===== src/logic/mips_core_pkg.sv =====
`default_nettype none

package mips_core_pkg;

    localparam int WORD_W      = 32;
    localparam int REG_AW      = 5;
    localparam int NUM_GPR     = 1 << REG_AW;
    localparam int QUEUE_DEPTH = 4;
    localparam int QPTR_W      = $clog2(QUEUE_DEPTH);

    typedef logic [WORD_W-1:0] word_t;
    typedef logic [REG_AW-1:0] reg_addr_t;

    localparam reg_addr_t GPR_RA = 5'd31;  // link register.

    localparam logic [5:0] OP_SPECIAL = 6'h00;
    localparam logic [5:0] OP_REGIMM  = 6'h01;
    localparam logic [5:0] OP_J       = 6'h02;
    localparam logic [5:0] OP_JAL     = 6'h03;
    localparam logic [5:0] OP_BEQ     = 6'h04;
    localparam logic [5:0] OP_BNE     = 6'h05;
    localparam logic [5:0] OP_BLEZ    = 6'h06;
    localparam logic [5:0] OP_BGTZ    = 6'h07;
    localparam logic [5:0] OP_ADDI    = 6'h08;
    localparam logic [5:0] OP_ADDIU   = 6'h09;
    localparam logic [5:0] OP_SLTI    = 6'h0a;
    localparam logic [5:0] OP_SLTIU   = 6'h0b;
    localparam logic [5:0] OP_ANDI    = 6'h0c;
    localparam logic [5:0] OP_ORI     = 6'h0d;
    localparam logic [5:0] OP_XORI    = 6'h0e;
    localparam logic [5:0] OP_LUI     = 6'h0f;

    localparam logic [5:0] SP_SLL  = 6'h00;
    localparam logic [5:0] SP_SRL  = 6'h02;
    localparam logic [5:0] SP_SRA  = 6'h03;
    localparam logic [5:0] SP_SLLV = 6'h04;
    localparam logic [5:0] SP_SRLV = 6'h06;
    localparam logic [5:0] SP_SRAV = 6'h07;
    localparam logic [5:0] SP_JR   = 6'h08;
    localparam logic [5:0] SP_JALR = 6'h09;
    localparam logic [5:0] SP_MOVZ = 6'h0a;
    localparam logic [5:0] SP_MOVN = 6'h0b;
    localparam logic [5:0] SP_ADD  = 6'h20;
    localparam logic [5:0] SP_ADDU = 6'h21;
    localparam logic [5:0] SP_SUB  = 6'h22;
    localparam logic [5:0] SP_SUBU = 6'h23;
    localparam logic [5:0] SP_AND  = 6'h24;
    localparam logic [5:0] SP_OR   = 6'h25;
    localparam logic [5:0] SP_XOR  = 6'h26;
    localparam logic [5:0] SP_NOR  = 6'h27;
    localparam logic [5:0] SP_SLT  = 6'h2a;
    localparam logic [5:0] SP_SLTU = 6'h2b;

    // bit 0 of the rt field selects the >= 0 test.
    localparam logic [4:0] RI_BLTZ   = 5'h00;
    localparam logic [4:0] RI_BGEZ   = 5'h01;
    localparam logic [4:0] RI_BLTZAL = 5'h10;
    localparam logic [4:0] RI_BGEZAL = 5'h11;

    typedef enum logic [3:0] {
        NOP, ADD, SUB, AND, OR, XOR, NOR, SLT, SLTU, SLL, SRL, SRA, MOV, LINK
    } alu_op_e;

    typedef struct packed {
        logic [5:0] opcode;
        reg_addr_t  rs;
        reg_addr_t  rt;
        reg_addr_t  rd;
        logic [4:0] sa;
        logic [5:0] funct;
    } r_view_t;

    typedef struct packed {
        logic [5:0]  opcode;
        reg_addr_t   rs;
        reg_addr_t   rt;
        logic [15:0] imm16;
    } i_view_t;

    typedef union packed {
        r_view_t r;
        i_view_t i;
    } inst_u;

    typedef struct packed {
        word_t pc;
        inst_u inst;
    } fetch_t;

    typedef struct packed {
        logic      valid;
        logic      illegal;
        word_t     pc;
        alu_op_e   alu_op;
        word_t     opr1;
        word_t     opr2;
        logic      wr_en;
        reg_addr_t wr_addr;
        logic      is_branch;
        logic      br_taken;
        word_t     br_target;
        logic      mov_on_zero;
        logic      is_mov;
    } dec_t;

    typedef struct packed {
        logic      wr_en;
        reg_addr_t wr_addr;
        word_t     data;
    } fwd_t;

    typedef struct packed {
        word_t     pc;
        logic      illegal;
        logic      wr_en;
        reg_addr_t wr_addr;
        word_t     wr_data;
        logic      is_branch;
        logic      br_taken;
        word_t     br_target;
    } retire_t;

endpackage

`default_nettype wire


===== src/logic/inst_queue.sv =====
`timescale 1ns/10ps
`default_nettype none

module inst_queue (
    input  logic                  clk,
    input  logic                  rst_n,
    input  logic                  in_valid,
    input  mips_core_pkg::fetch_t in_inst,
    output logic                  out_valid,
    output mips_core_pkg::fetch_t out_inst,
    output logic                  credit
);
    import mips_core_pkg::*;

    fetch_t            mem [QUEUE_DEPTH];
    logic [QPTR_W-1:0] wr_ptr;
    logic [QPTR_W-1:0] rd_ptr;
    logic [QPTR_W:0]   count;
    logic              pop;

    assign pop       = (count != '0);  // drain one entry every cycle.
    assign out_valid = pop;
    assign out_inst  = mem[rd_ptr];
    assign credit    = pop;            // slot freed, hand it back.

    always_ff @(posedge clk) begin
        if (in_valid) begin
            mem[wr_ptr] <= in_inst;
        end
    end

    always_ff @(posedge clk) begin
        if (!rst_n) begin
            wr_ptr <= '0;
            rd_ptr <= '0;
            count  <= '0;
        end else begin
            if (in_valid) begin
                wr_ptr <= wr_ptr + QPTR_W'(1);
            end
            if (pop) begin
                rd_ptr <= rd_ptr + QPTR_W'(1);
            end
            case ({in_valid, pop})
                2'b10:   count <= count + (QPTR_W+1)'(1);
                2'b01:   count <= count - (QPTR_W+1)'(1);
                default: count <= count;
            endcase
        end
    end

endmodule

`default_nettype wire


===== src/logic/decode_stage.sv =====
`timescale 1ns/10ps
`default_nettype none

module decode_stage (
    input  logic                     clk,
    input  logic                     rst_n,
    input  logic                     in_valid,
    input  mips_core_pkg::fetch_t    in_inst,
    output mips_core_pkg::reg_addr_t r1_addr,
    input  mips_core_pkg::word_t     r1_data,
    output mips_core_pkg::reg_addr_t r2_addr,
    input  mips_core_pkg::word_t     r2_data,
    input  mips_core_pkg::fwd_t      ex_fwd,
    input  mips_core_pkg::fwd_t      wb_fwd,
    output mips_core_pkg::dec_t      dec
);
    import mips_core_pkg::*;

    inst_u inst;
    word_t pc4;
    word_t sign_ext;
    word_t zero_ext;
    word_t lui_ext;
    word_t br_rel;
    word_t rs_val;
    word_t rt_val;
    logic  rs_lez;
    logic  known;
    logic  src1_imm;
    logic  src2_imm;
    word_t imm;
    dec_t  d;

    // newest value wins: ex, then wb, then the register file.
    function automatic word_t fwd_sel(reg_addr_t a, word_t rf_val, fwd_t ex, fwd_t wb);
        word_t v;
        v = rf_val;
        if (a != '0 && wb.wr_en && wb.wr_addr == a) begin
            v = wb.data;
        end
        if (a != '0 && ex.wr_en && ex.wr_addr == a) begin
            v = ex.data;
        end
        return v;
    endfunction

    function automatic alu_op_e funct_alu(logic [5:0] funct);
        case (funct)
            SP_SLL, SP_SLLV: return SLL;
            SP_SRL, SP_SRLV: return SRL;
            SP_SRA, SP_SRAV: return SRA;
            SP_ADD, SP_ADDU: return ADD;  // no overflow trap.
            SP_SUB, SP_SUBU: return SUB;
            SP_AND:          return AND;
            SP_OR:           return OR;
            SP_XOR:          return XOR;
            SP_NOR:          return NOR;
            SP_SLT:          return SLT;
            SP_SLTU:         return SLTU;
            SP_MOVZ, SP_MOVN: return MOV;
            SP_JALR:         return LINK;
            default:         return NOP;
        endcase
    endfunction

    function automatic alu_op_e imm_alu(logic [5:0] op);
        case (op)
            OP_SLTI:        return SLT;
            OP_SLTIU:       return SLTU;
            OP_ANDI:        return AND;
            OP_ORI, OP_LUI: return OR;
            OP_XORI:        return XOR;
            default:        return ADD;
        endcase
    endfunction

    assign inst     = in_inst.inst;
    assign pc4      = in_inst.pc + 32'd4;
    assign sign_ext = {{16{inst.i.imm16[15]}}, inst.i.imm16};
    assign zero_ext = {16'b0, inst.i.imm16};
    assign lui_ext  = {inst.i.imm16, 16'b0};
    assign br_rel   = pc4 + {sign_ext[29:0], 2'b00};

    assign r1_addr = inst.r.rs;
    assign r2_addr = inst.r.rt;
    assign rs_val  = fwd_sel(inst.r.rs, r1_data, ex_fwd, wb_fwd);
    assign rt_val  = fwd_sel(inst.r.rt, r2_data, ex_fwd, wb_fwd);
    assign rs_lez  = rs_val[31] || (rs_val == '0);

    always_comb begin
        known     = 1'b0;
        src1_imm  = 1'b0;
        src2_imm  = 1'b0;
        imm       = sign_ext;
        d         = '0;
        d.valid   = in_valid;
        d.pc      = in_inst.pc;
        d.wr_addr = inst.r.rd;

        case (inst.r.opcode)
            OP_SPECIAL: begin
                d.alu_op = funct_alu(inst.r.funct);
                case (inst.r.funct)
                    SP_SLL, SP_SRL, SP_SRA: begin
                        known    = (inst.r.rs == '0);
                        src1_imm = 1'b1;             // shift amount from sa.
                        imm      = word_t'(inst.r.sa);
                        d.wr_en  = 1'b1;
                    end
                    SP_SLLV, SP_SRLV, SP_SRAV, SP_ADD, SP_ADDU, SP_SUB, SP_SUBU,
                    SP_AND, SP_OR, SP_XOR, SP_NOR, SP_SLT, SP_SLTU: begin
                        known   = (inst.r.sa == '0);
                        d.wr_en = 1'b1;
                    end
                    SP_MOVZ, SP_MOVN: begin
                        known         = (inst.r.sa == '0);
                        d.wr_en       = 1'b1;
                        d.is_mov      = 1'b1;
                        d.mov_on_zero = (inst.r.funct == SP_MOVZ);
                    end
                    SP_JR, SP_JALR: begin
                        known = (inst.r.rt == '0) && (inst.r.sa == '0) &&
                                (inst.r.funct == SP_JALR || inst.r.rd == '0);
                        d.wr_en     = (inst.r.funct == SP_JALR);
                        d.is_branch = 1'b1;
                        d.br_taken  = 1'b1;
                        d.br_target = rs_val;
                    end
                    default: ;
                endcase
            end
            OP_REGIMM: begin
                d.wr_addr   = GPR_RA;
                d.is_branch = 1'b1;
                d.br_taken  = rs_val[31] ^ inst.i.rt[0];
                d.br_target = br_rel;
                case (inst.i.rt)
                    RI_BLTZ, RI_BGEZ: known = 1'b1;
                    RI_BLTZAL, RI_BGEZAL: begin
                        known    = 1'b1;
                        d.alu_op = LINK;
                        d.wr_en  = 1'b1;
                    end
                    default: ;
                endcase
            end
            OP_J, OP_JAL: begin
                known       = 1'b1;
                d.wr_addr   = GPR_RA;
                d.is_branch = 1'b1;
                d.br_taken  = 1'b1;
                d.br_target = {pc4[31:28], inst.i[25:0], 2'b00};
                if (inst.i.opcode == OP_JAL) begin
                    d.alu_op = LINK;
                    d.wr_en  = 1'b1;
                end
            end
            OP_BEQ, OP_BNE: begin
                known       = 1'b1;
                d.is_branch = 1'b1;
                d.br_taken  = (rs_val == rt_val) ^ inst.i.opcode[0];  // odd is bne.
                d.br_target = br_rel;
            end
            OP_BLEZ, OP_BGTZ: begin
                known       = (inst.i.rt == '0);
                d.is_branch = 1'b1;
                d.br_taken  = rs_lez ^ inst.i.opcode[0];
                d.br_target = br_rel;
            end
            OP_ADDI, OP_ADDIU, OP_SLTI, OP_SLTIU, OP_ANDI, OP_ORI, OP_XORI, OP_LUI: begin
                known     = (inst.i.opcode != OP_LUI) || (inst.i.rs == '0);
                src2_imm  = 1'b1;
                d.alu_op  = imm_alu(inst.i.opcode);
                d.wr_en   = 1'b1;
                d.wr_addr = inst.i.rt;
                if (inst.i.opcode == OP_LUI) begin
                    imm = lui_ext;
                end else if (inst.i.opcode[2]) begin
                    imm = zero_ext;  // logical immediates.
                end
            end
            default: ;
        endcase

        if (!known) begin
            d.illegal   = 1'b1;
            d.alu_op    = NOP;
            d.wr_en     = 1'b0;
            d.is_branch = 1'b0;
            d.br_taken  = 1'b0;
            d.is_mov    = 1'b0;
        end

        d.opr1 = src1_imm ? imm : rs_val;
        d.opr2 = src2_imm ? imm : rt_val;
    end

    always_ff @(posedge clk) begin
        dec <= d;
        if (!rst_n) begin
            dec.valid <= 1'b0;
        end
    end

endmodule

`default_nettype wire


===== src/logic/execute_stage.sv =====
`timescale 1ns/10ps
`default_nettype none

module execute_stage (
    input  logic                   clk,
    input  logic                   rst_n,
    input  mips_core_pkg::dec_t    dec,
    output mips_core_pkg::fwd_t    ex_fwd,
    output mips_core_pkg::retire_t res,
    output logic                   res_valid
);
    import mips_core_pkg::*;

    word_t      alu_res;
    logic [4:0] shamt;
    logic       mov_ok;
    logic       wr_en;

    assign shamt = dec.opr1[4:0];

    always_comb begin
        case (dec.alu_op)
            ADD:     alu_res = dec.opr1 + dec.opr2;
            SUB:     alu_res = dec.opr1 - dec.opr2;
            AND:     alu_res = dec.opr1 & dec.opr2;
            OR:      alu_res = dec.opr1 | dec.opr2;
            XOR:     alu_res = dec.opr1 ^ dec.opr2;
            NOR:     alu_res = ~(dec.opr1 | dec.opr2);
            SLT:     alu_res = word_t'($signed(dec.opr1) < $signed(dec.opr2));
            SLTU:    alu_res = word_t'(dec.opr1 < dec.opr2);
            SLL:     alu_res = dec.opr2 << shamt;
            SRL:     alu_res = dec.opr2 >> shamt;
            SRA:     alu_res = word_t'($signed(dec.opr2) >>> shamt);
            MOV:     alu_res = dec.opr1;
            LINK:    alu_res = dec.pc + 32'd8;  // return past the next word.
            default: alu_res = '0;
        endcase
    end

    // movz writes on rt == 0, movn on rt != 0.
    assign mov_ok = ((dec.opr2 == '0) == dec.mov_on_zero);
    assign wr_en  = dec.wr_en && (!dec.is_mov || mov_ok);

    assign ex_fwd = '{
        wr_en:   dec.valid && wr_en,
        wr_addr: dec.wr_addr,
        data:    alu_res
    };

    always_ff @(posedge clk) begin
        res <= '{
            pc:        dec.pc,
            illegal:   dec.illegal,
            wr_en:     wr_en,
            wr_addr:   dec.wr_addr,
            wr_data:   alu_res,
            is_branch: dec.is_branch,
            br_taken:  dec.br_taken,
            br_target: dec.br_target
        };
        if (!rst_n) begin
            res_valid <= 1'b0;
        end else begin
            res_valid <= dec.valid;
        end
    end

endmodule

`default_nettype wire


===== src/logic/result_stage.sv =====
`timescale 1ns/10ps
`default_nettype none

module result_stage (
    input  logic                     clk,
    input  logic                     rst_n,
    input  mips_core_pkg::retire_t   res,
    input  logic                     res_valid,
    input  mips_core_pkg::reg_addr_t r1_addr,
    output mips_core_pkg::word_t     r1_data,
    input  mips_core_pkg::reg_addr_t r2_addr,
    output mips_core_pkg::word_t     r2_data,
    output mips_core_pkg::fwd_t      wb_fwd,
    output mips_core_pkg::retire_t   retire,
    output logic                     retire_valid
);
    import mips_core_pkg::*;

    word_t regs [NUM_GPR];
    logic  rf_we;

    assign rf_we = res_valid && res.wr_en && (res.wr_addr != '0);  // $zero stays zero.

    always_ff @(posedge clk) begin
        if (!rst_n) begin
            for (int i = 0; i < NUM_GPR; i++) begin
                regs[i] <= '0;
            end
        end else if (rf_we) begin
            regs[res.wr_addr] <= res.wr_data;
        end
    end

    assign r1_data = (r1_addr == '0) ? '0 : regs[r1_addr];
    assign r2_data = (r2_addr == '0) ? '0 : regs[r2_addr];

    assign wb_fwd = '{
        wr_en:   rf_we,
        wr_addr: res.wr_addr,
        data:    res.wr_data
    };

    assign retire       = res;
    assign retire_valid = res_valid;

endmodule

`default_nettype wire


===== src/logic/mips_core_top.sv =====
`timescale 1ns/10ps
`default_nettype none

module mips_core_top (
    input  logic                   clk,
    input  logic                   rst_n,
    input  logic                   in_valid,
    input  mips_core_pkg::fetch_t  in_inst,
    output logic                   credit,
    output logic                   retire_valid,
    output mips_core_pkg::retire_t retire
);
    import mips_core_pkg::*;

    logic      q_valid;
    fetch_t    q_inst;
    reg_addr_t r1_addr;
    reg_addr_t r2_addr;
    word_t     r1_data;
    word_t     r2_data;
    fwd_t      ex_fwd;
    fwd_t      wb_fwd;
    dec_t      dec;
    retire_t   res;
    logic      res_valid;

    inst_queue u_queue (
        .clk       (clk),
        .rst_n     (rst_n),
        .in_valid  (in_valid),
        .in_inst   (in_inst),
        .out_valid (q_valid),
        .out_inst  (q_inst),
        .credit    (credit)
    );

    decode_stage u_decode (
        .clk      (clk),
        .rst_n    (rst_n),
        .in_valid (q_valid),
        .in_inst  (q_inst),
        .r1_addr  (r1_addr),
        .r1_data  (r1_data),
        .r2_addr  (r2_addr),
        .r2_data  (r2_data),
        .ex_fwd   (ex_fwd),
        .wb_fwd   (wb_fwd),
        .dec      (dec)
    );

    execute_stage u_execute (
        .clk       (clk),
        .rst_n     (rst_n),
        .dec       (dec),
        .ex_fwd    (ex_fwd),
        .res       (res),
        .res_valid (res_valid)
    );

    result_stage u_result (
        .clk          (clk),
        .rst_n        (rst_n),
        .res          (res),
        .res_valid    (res_valid),
        .r1_addr      (r1_addr),
        .r1_data      (r1_data),
        .r2_addr      (r2_addr),
        .r2_data      (r2_data),
        .wb_fwd       (wb_fwd),
        .retire       (retire),
        .retire_valid (retire_valid)
    );

endmodule

`default_nettype wire


===== config.mk =====
export PLATFORM = sky130hd
export DESIGN_NAME = mips_core_top
export DESIGN_NICKNAME = d
export VERILOG_FILES = /design/src/logic/mips_core_pkg.sv /design/src/logic/inst_queue.sv /design/src/logic/decode_stage.sv /design/src/logic/execute_stage.sv /design/src/logic/result_stage.sv /design/src/logic/mips_core_top.sv
export SDC_FILE = /design/constraint.sdc
export NUM_CORES = 2
export LEC_CHECK = 0
export ABC_CLOCK_PERIOD_IN_PS = 12100
export BUFFER_PORTS_ARGS = -buffer_cell sky130_fd_sc_hd__buf_2
export CORE_ASPECT_RATIO = 1.25
export CORE_MARGIN = 4
export CORE_UTILIZATION = 38
export DETAILED_ROUTE_END_ITERATION = 10
export PLACE_DENSITY = 0.6
export RECOVER_POWER = 100
export SLEW_MARGIN = 20
export SYNTH_ARGS = -nofsm -noshare
export SYNTH_HDL_FRONTEND = slang
export SYNTH_SLANG_ARGS = --single-unit

===== constraint.sdc =====
create_clock -name clk -period 12.1 [get_ports clk]
set_input_delay 0.605 -clock clk [delete_from_list [all_inputs] [get_ports clk]]
set_output_delay 0.605 -clock clk [all_outputs]
set_load 0.02 [all_outputs]

Word level (Yosys, flattened, before mapping)
Memories as Yosys holds them, arrays and structs flattened. A register that Yosys moved wholly into a read port is not among the register bits.
Cells that the tools add are included.
{"block": "op_classes", "reduce_logical": 49, "magnitude_cmp": 2, "mux": 44, "n_bitwise": 7, "n_addsub": 9, "n_eq_ne": 59, "shifts": 3}
{"cell": "32-bit one-hot mux with 13 select lines", "n": 1}
{"cell": "32-bit 2-to-1 mux", "n": 12}
{"cell": "34-bit one-hot mux with 5 select lines", "n": 1}
{"cell": "6-bit by 4-bit equality test with 1-bit output (second input constant)", "n": 12}
{"cell": "32-bit adder", "n": 2}
{"cell": "32-bit logical NOT", "n": 2}
{"cell": "32-bit less-than comparator", "n": 2}
{"cell": "32-bit one-hot mux with 2 select lines", "n": 1}
{"cell": "6-bit equality test (second input constant)", "n": 10}
{"cell": "6-bit by 3-bit equality test with 1-bit output (second input constant)", "n": 7}
{"cell": "34-bit 2-to-1 mux", "n": 1}
{"cell": "32-bit by 3-bit adder with 32-bit output (second input constant)", "n": 1}
{"cell": "32-bit by 4-bit adder with 32-bit output (second input constant)", "n": 1}
{"cell": "32-bit bitwise AND", "n": 1}
{"cell": "32-bit equality test", "n": 1}
{"cell": "32-bit NOT", "n": 1}
{"cell": "32-bit OR", "n": 1}
{"cell": "32-bit OR reduction", "n": 1}
{"cell": "32-bit by 5-bit << shifter with 32-bit output", "n": 1}
{"cell": "32-bit by 5-bit >> shifter with 32-bit output", "n": 1}
{"cell": "32-bit by 5-bit >>> shifter with 32-bit output", "n": 1}
{"cell": "32-bit subtractor", "n": 1}
{"cell": "32-bit XOR", "n": 1}
{"cell": "4-bit equality test (second input constant)", "n": 6}
{"cell": "other kinds (43)", "n": 104}
{"block": "word_totals", "memories": 3, "romBits": 256, "word_cells": 201, "mem_bits_rw": 1280, "ff_bits": 257}
{"memory": "u_result.regs", "words": 32, "word_bits": 32, "read_ports": 2, "rd_clocked_by_memory_dff": 0, "write_ports": 32, "line_no": "result_stage.sv:19", "text": "word_t regs [NUM_GPR];"}
{"memory": "(name not given)", "words": 64, "word_bits": 4, "read_ports": 1, "rd_clocked_by_memory_dff": 0, "write_ports": 0, "line_no": "decode_stage.sv:48", "text": "case (funct)"}
{"memory": "u_queue.mem", "words": 4, "word_bits": 64, "read_ports": 1, "rd_clocked_by_memory_dff": 1, "write_ports": 1, "line_no": "inst_queue.sv:15", "text": "fetch_t mem [QUEUE_DEPTH];"}

Longest topological paths before layout
{"block": "logic_depth", "word_depth": 12, "mapped_depth": 25}

Cells and area by module
From an unflattened synthesis, not the netlist that was laid out.
{"block": "unflattened", "hier_cells": 7048, "hier_area_um2": 87139.8}
{"mod": "result_stage", "cells_per_inst": 3798, "seq_area_each_um2": 30749.5, "instances": 1, "area_per_inst_um2": 55589.6}
{"mod": "execute_stage", "cells_per_inst": 1643, "seq_area_each_um2": 2122.0, "instances": 1, "area_per_inst_um2": 11980.2}
{"mod": "decode_stage", "cells_per_inst": 1227, "seq_area_each_um2": 2882.8, "instances": 1, "area_per_inst_um2": 9794.4}
{"mod": "inst_queue", "cells_per_inst": 380, "seq_area_each_um2": 7867.5, "instances": 1, "area_per_inst_um2": 9775.6}

Least setup slack after synthesis
No wires, ideal clock.
{"block": "synth_path", "path_kind": "flip-flop to flip-flop", "startpoint": "register u_decode.dec[77] (netlist name)", "endpoint": "register u_decode.dec[34] (netlist name)", "path_buffers": 5, "t_required_ps": 11971, "path_stages_with_launch": 23, "setup_slack_ps": 6609, "arrival_ps": 5362, "synth_period_minus_slack_ps": 5491, "cell_sequence": "dfxtp_1 -> clkbuf_1 -> inv_1 -> clkbuf_1 -> clkbuf_1 -> clkbuf_1 -> ha_1 -> clkbuf_1 -> o211a_1 -> o31ai_2 -> a21oi_1 -> nor4b_1 -> o211a_1 -> nor2_1 -> a221o_1 -> a21oi_1 -> a2bb2oi_1 -> o41ai_1 -> or4_1 -> or4_4 -> nor4_2 -> o21a_1 -> o211ai_1"}
{"block": "synth_via", "elab_chain_cells": 8, "elab_cells_between_ends": 21, "cone_classes": "add/sub (2); order compare (2); eq/ne (1); shift (3); mux (4); bitwise (7); reduce/logical (2)"}
{"item": "parallel branches: the longest is 2 deep, another holds 32-bit subtractor"}
{"item": "32-bit one-hot mux with 13 select lines (*)", "line_no": "execute_stage.sv:22", "text": "case (dec.alu_op)"}
{"item": "32-bit 2-to-1 mux", "line_no": "decode_stage.sv:41", "text": "if (a != '0 && ex.wr_en && ex.wr_addr == a) begin"}
{"item": "32-bit logical NOT", "line_no": "decode_stage.sv:88", "text": "assign rs_lez = rs_val[31] || (rs_val == '0);"}
{"item": "1-bit logical OR", "line_no": "decode_stage.sv:88"}
{"item": "1-bit XOR", "line_no": "decode_stage.sv:167", "text": "d.br_taken = rs_lez ^ inst.i.opcode[0];"}
{"item": "34-bit one-hot mux with 5 select lines (*)", "line_no": "decode_stage.sv:100", "text": "case (inst.r.opcode)"}
Mark *: on every way between the ends.
A chain may end at the register's enable or synchronous reset.

Worst setup path after layout
{"block": "layout_path", "startpoint": "register u_decode.dec[74] (netlist name)", "endpoint": "register u_decode.dec[34] (netlist name)"}
{"block": "layout_via", "elab_chain_cells": 8, "elab_cells_between_ends": 21, "cone_classes": "add/sub (2); order compare (2); eq/ne (1); shift (3); mux (4); bitwise (7); reduce/logical (2)"}
{"item": "parallel branches: the longest is 2 deep, another holds 32-bit subtractor"}
{"item": "32-bit one-hot mux with 13 select lines (*)", "line_no": "execute_stage.sv:22"}
{"item": "32-bit 2-to-1 mux", "line_no": "decode_stage.sv:41"}
{"item": "32-bit logical NOT", "line_no": "decode_stage.sv:88"}
{"item": "1-bit logical OR", "line_no": "decode_stage.sv:88"}
{"item": "1-bit XOR", "line_no": "decode_stage.sv:167"}
{"item": "34-bit one-hot mux with 5 select lines (*)", "line_no": "decode_stage.sv:100"}
Marks and branches as above.

==> out/results.tsv <==
metric	value	unit
status	finished with violations	
violations	DRC, capacitance limit, slew limit	
dr.pass1.iters	10	
p_per_area	268	nW/µm²
first_iter_violations	11400	
fin_nets	8148	
hold_path_class	in -> reg	
yosys_most_used_dff	edfxtp_1	
grt_pass1_vias	69300	
synth_area_leaders	edfxtp_1 44%, mux4_2 8.4%, and2_1 7.1%	
die-area	239000	µm²
post_cts_buffers	0	
num_io_pins	174	
finalInstanceArea	97300	µm²
reg2reg_depth	16	
ff2ff_setup_slack	2840	ps
layout_commonest_cell	edfxtp_1	
max_freq	108	MHz
total_power	26100	µW
crit_start	u_decode.dec[74]	
synth_area_per_cell	11.0	µm²
die_w	438	µm
cap_violations	106	
synth-edff-count	1280	
cts_tree	built	
clk_path_buf_depth	3	
area_growth	10.9	%
path_class	reg -> reg	
clk_pin_slew	60	ps
row_count	196	
post-route-min-period	9260	ps
grt_pass1_wl	541000	µm
ys_seq_area_frac	0.497	
viasPerCell	6.49	
p_leak	0.0343	µW
regToRegEndpoint	u_decode.dec[34]	
ctsResizeCount	0	
dp_hpwl	251000	µm
h-tree-depth	4	
worstSetupStartpointType	flop	
finalCritPeriodShare	0.766	
worst_ep_required_time	12810	ps
n_fill_cell	21600	
cp_slowest_cell	clkbuf_1	
drc	2	
final_util	0.425	
numPortBuffers	173	
rr_startpoint	u_decode.dec[74]	
grt_max_degree	115	
wl	392000	µm
drtAntennaViolNets	0	
worstPathCellList	clkbuf_1 -> or2_0 -> o22ai_1 -> a211oi_1 -> nor2_1 -> a211oi_1 -> a21oi_1 -> o221a_1 -> a22oi_1 -> xor2_1 -> a2111oi_2 -> nand4_1 -> or4_4 -> nor4_2 -> o21a_1 -> o211ai_1	
fp.dieH	545	µm
hold_start	in_valid	
numCtsBuffers	162	
place_ws	5220	ps
dpl_cell_area	92100	µm²
crit_arrival	9980	ps
yosys_warnings	0	
ys_ff_latch	1539	
worst_setup_path_end_kind	flop	
setup_viol	0	
crit_top_cell	a211oi_1	
root_buffer	clkbuf_16	
hold_buffers	64	
gr-total-overflow	0	
synth_cell_types	108	
clkLatencyLatePin	870	ps
track_usage	0.318	
syn_area	87700	µm²
drive_above_1_share	0.112	
clock-sinks	1539	
finClkSkew	60.5	ps
finalHoldViolCount	0	
holdPathStages	3	
vias	72400	
rsz0062_at_grt	no	
drv_slew	3588	
antenna_found_initial	46	
tightest_slew	5040	ps
min_to	u_queue.wr_ptr[0]	
coreArea	229000	µm²
initial_core_util	0.383	
critical_path.max_fanout	51	
layout_setup_ws	2840	ps
setup_tns	0	ps
final_cell_mix	1280 x edfxtp_1, 970 x nand2_1, 498 x and2_0	
critPathMaxStageDelay	2430	ps
max_slew_margin	-2.36	
yosys.area.top_type	edfxtp_1	
place_congestion	1.05	
peakVddDrop	0.000223	V
postSynthCellCount	7947	
synth_top_area_frac	0.438	
wl_per_cell	35.1	µm
async_flop_share	0	
## through the flow
stage	hold slack, ps	cells
2_1_floorplan	310	7978
3_3_place_gp	311	10800
3_5_place_dp	312	10800
4_1_cts	47.7	11100
5_1_grt	127	11100
6_report	106	11200
## where the power goes
group	switching [µW]	leakage, µW	internal (µW)
sequential	707	0.0151	6320
clock	2270	0.00260	2800
combinational	9820	0.0167	4200
## cells in the mapped netlist, types with 145 or more instances
cell type and number:
mux4_2 326, nand3_1 237, and2_1 996, nand2_1 970, dfxtp_1 259, ha_1 145, clkbuf_1 450, a21oi_1 258
nor2_1 370, mux2i_1 333, o21ai_0 217, edfxtp_1 1280, buf_2 153
## final cells by class
| cell class | instances | area (µm²) | share of cell area |
|---|---|---|---|
| Sequential cell | 1539 | 43600 | 0.448 |
| Multi-Input combinational cell | 5587 | 40900 | 0.420 |
| Clock buffer | 216 | 4460 | 0.0459 |
| Tap cell | 3069 | 3840 | 0.0395 |
| Timing Repair Buffer | 503 | 3020 | 0.0310 |
| Clock inverter | 84 | 881 | 0.00905 |
| Inverter | 139 | 522 | 0.00536 |
| Antenna cell | 16 | 40.0 | 0.000411 |
## worst max path at each step
stage / end / slack (ps) / cells after the start
global route: u_decode.dec[25] / 2400 / 18
global placement: u_decode.dec[34] / 5170 / 18
detailed placement: u_decode.dec[34] / 5220 / 14
finish: u_decode.dec[34] / 2840 / 16
floorplan: u_decode.dec[34] / 6610 / 22
CTS: u_decode.dec[34] / 5190 / 14
## flip-flops by register name, summed over array words and instances, names as in the netlist, named ones only
register	count
u_queue.wr_ptr	2
u_queue.count	3
u_queue.mem	256
u_execute.res_valid	1
u_queue.rd_ptr	2
u_decode.dec	144
u_execute.res	105
u_result.regs	1024
## logic make-up after synthesis
family,after synthesis,synth area share
AOI/OAI and AO/OA,1416,0.113
xor gates and xnor gates,159,0.0159
adders and majority gates,149,0.0216
buffers and inverters,852,0.0428
DFF,1539,0.497
muxes,705,0.128
other,1,0.0000427
and+or+nand+nor,3126,0.182
## critical path, delay by kind of cell (launching register included)
family / cells / cell delay (ps)
compound gates: 9 / 3120
buf+inv: 1 / 2430
simple gates: 5 / 1810
flops: 1 / 1500
xor+xnor: 1 / 150
## metal layers
metal  routed length, µm  global-route usage
met1              133000               0.375
met2              171000               0.485
met3               48400              0.0959
met4               38300               0.242
met5                 385                   0
Note: power is estimated with default switching activity, not from simulation.
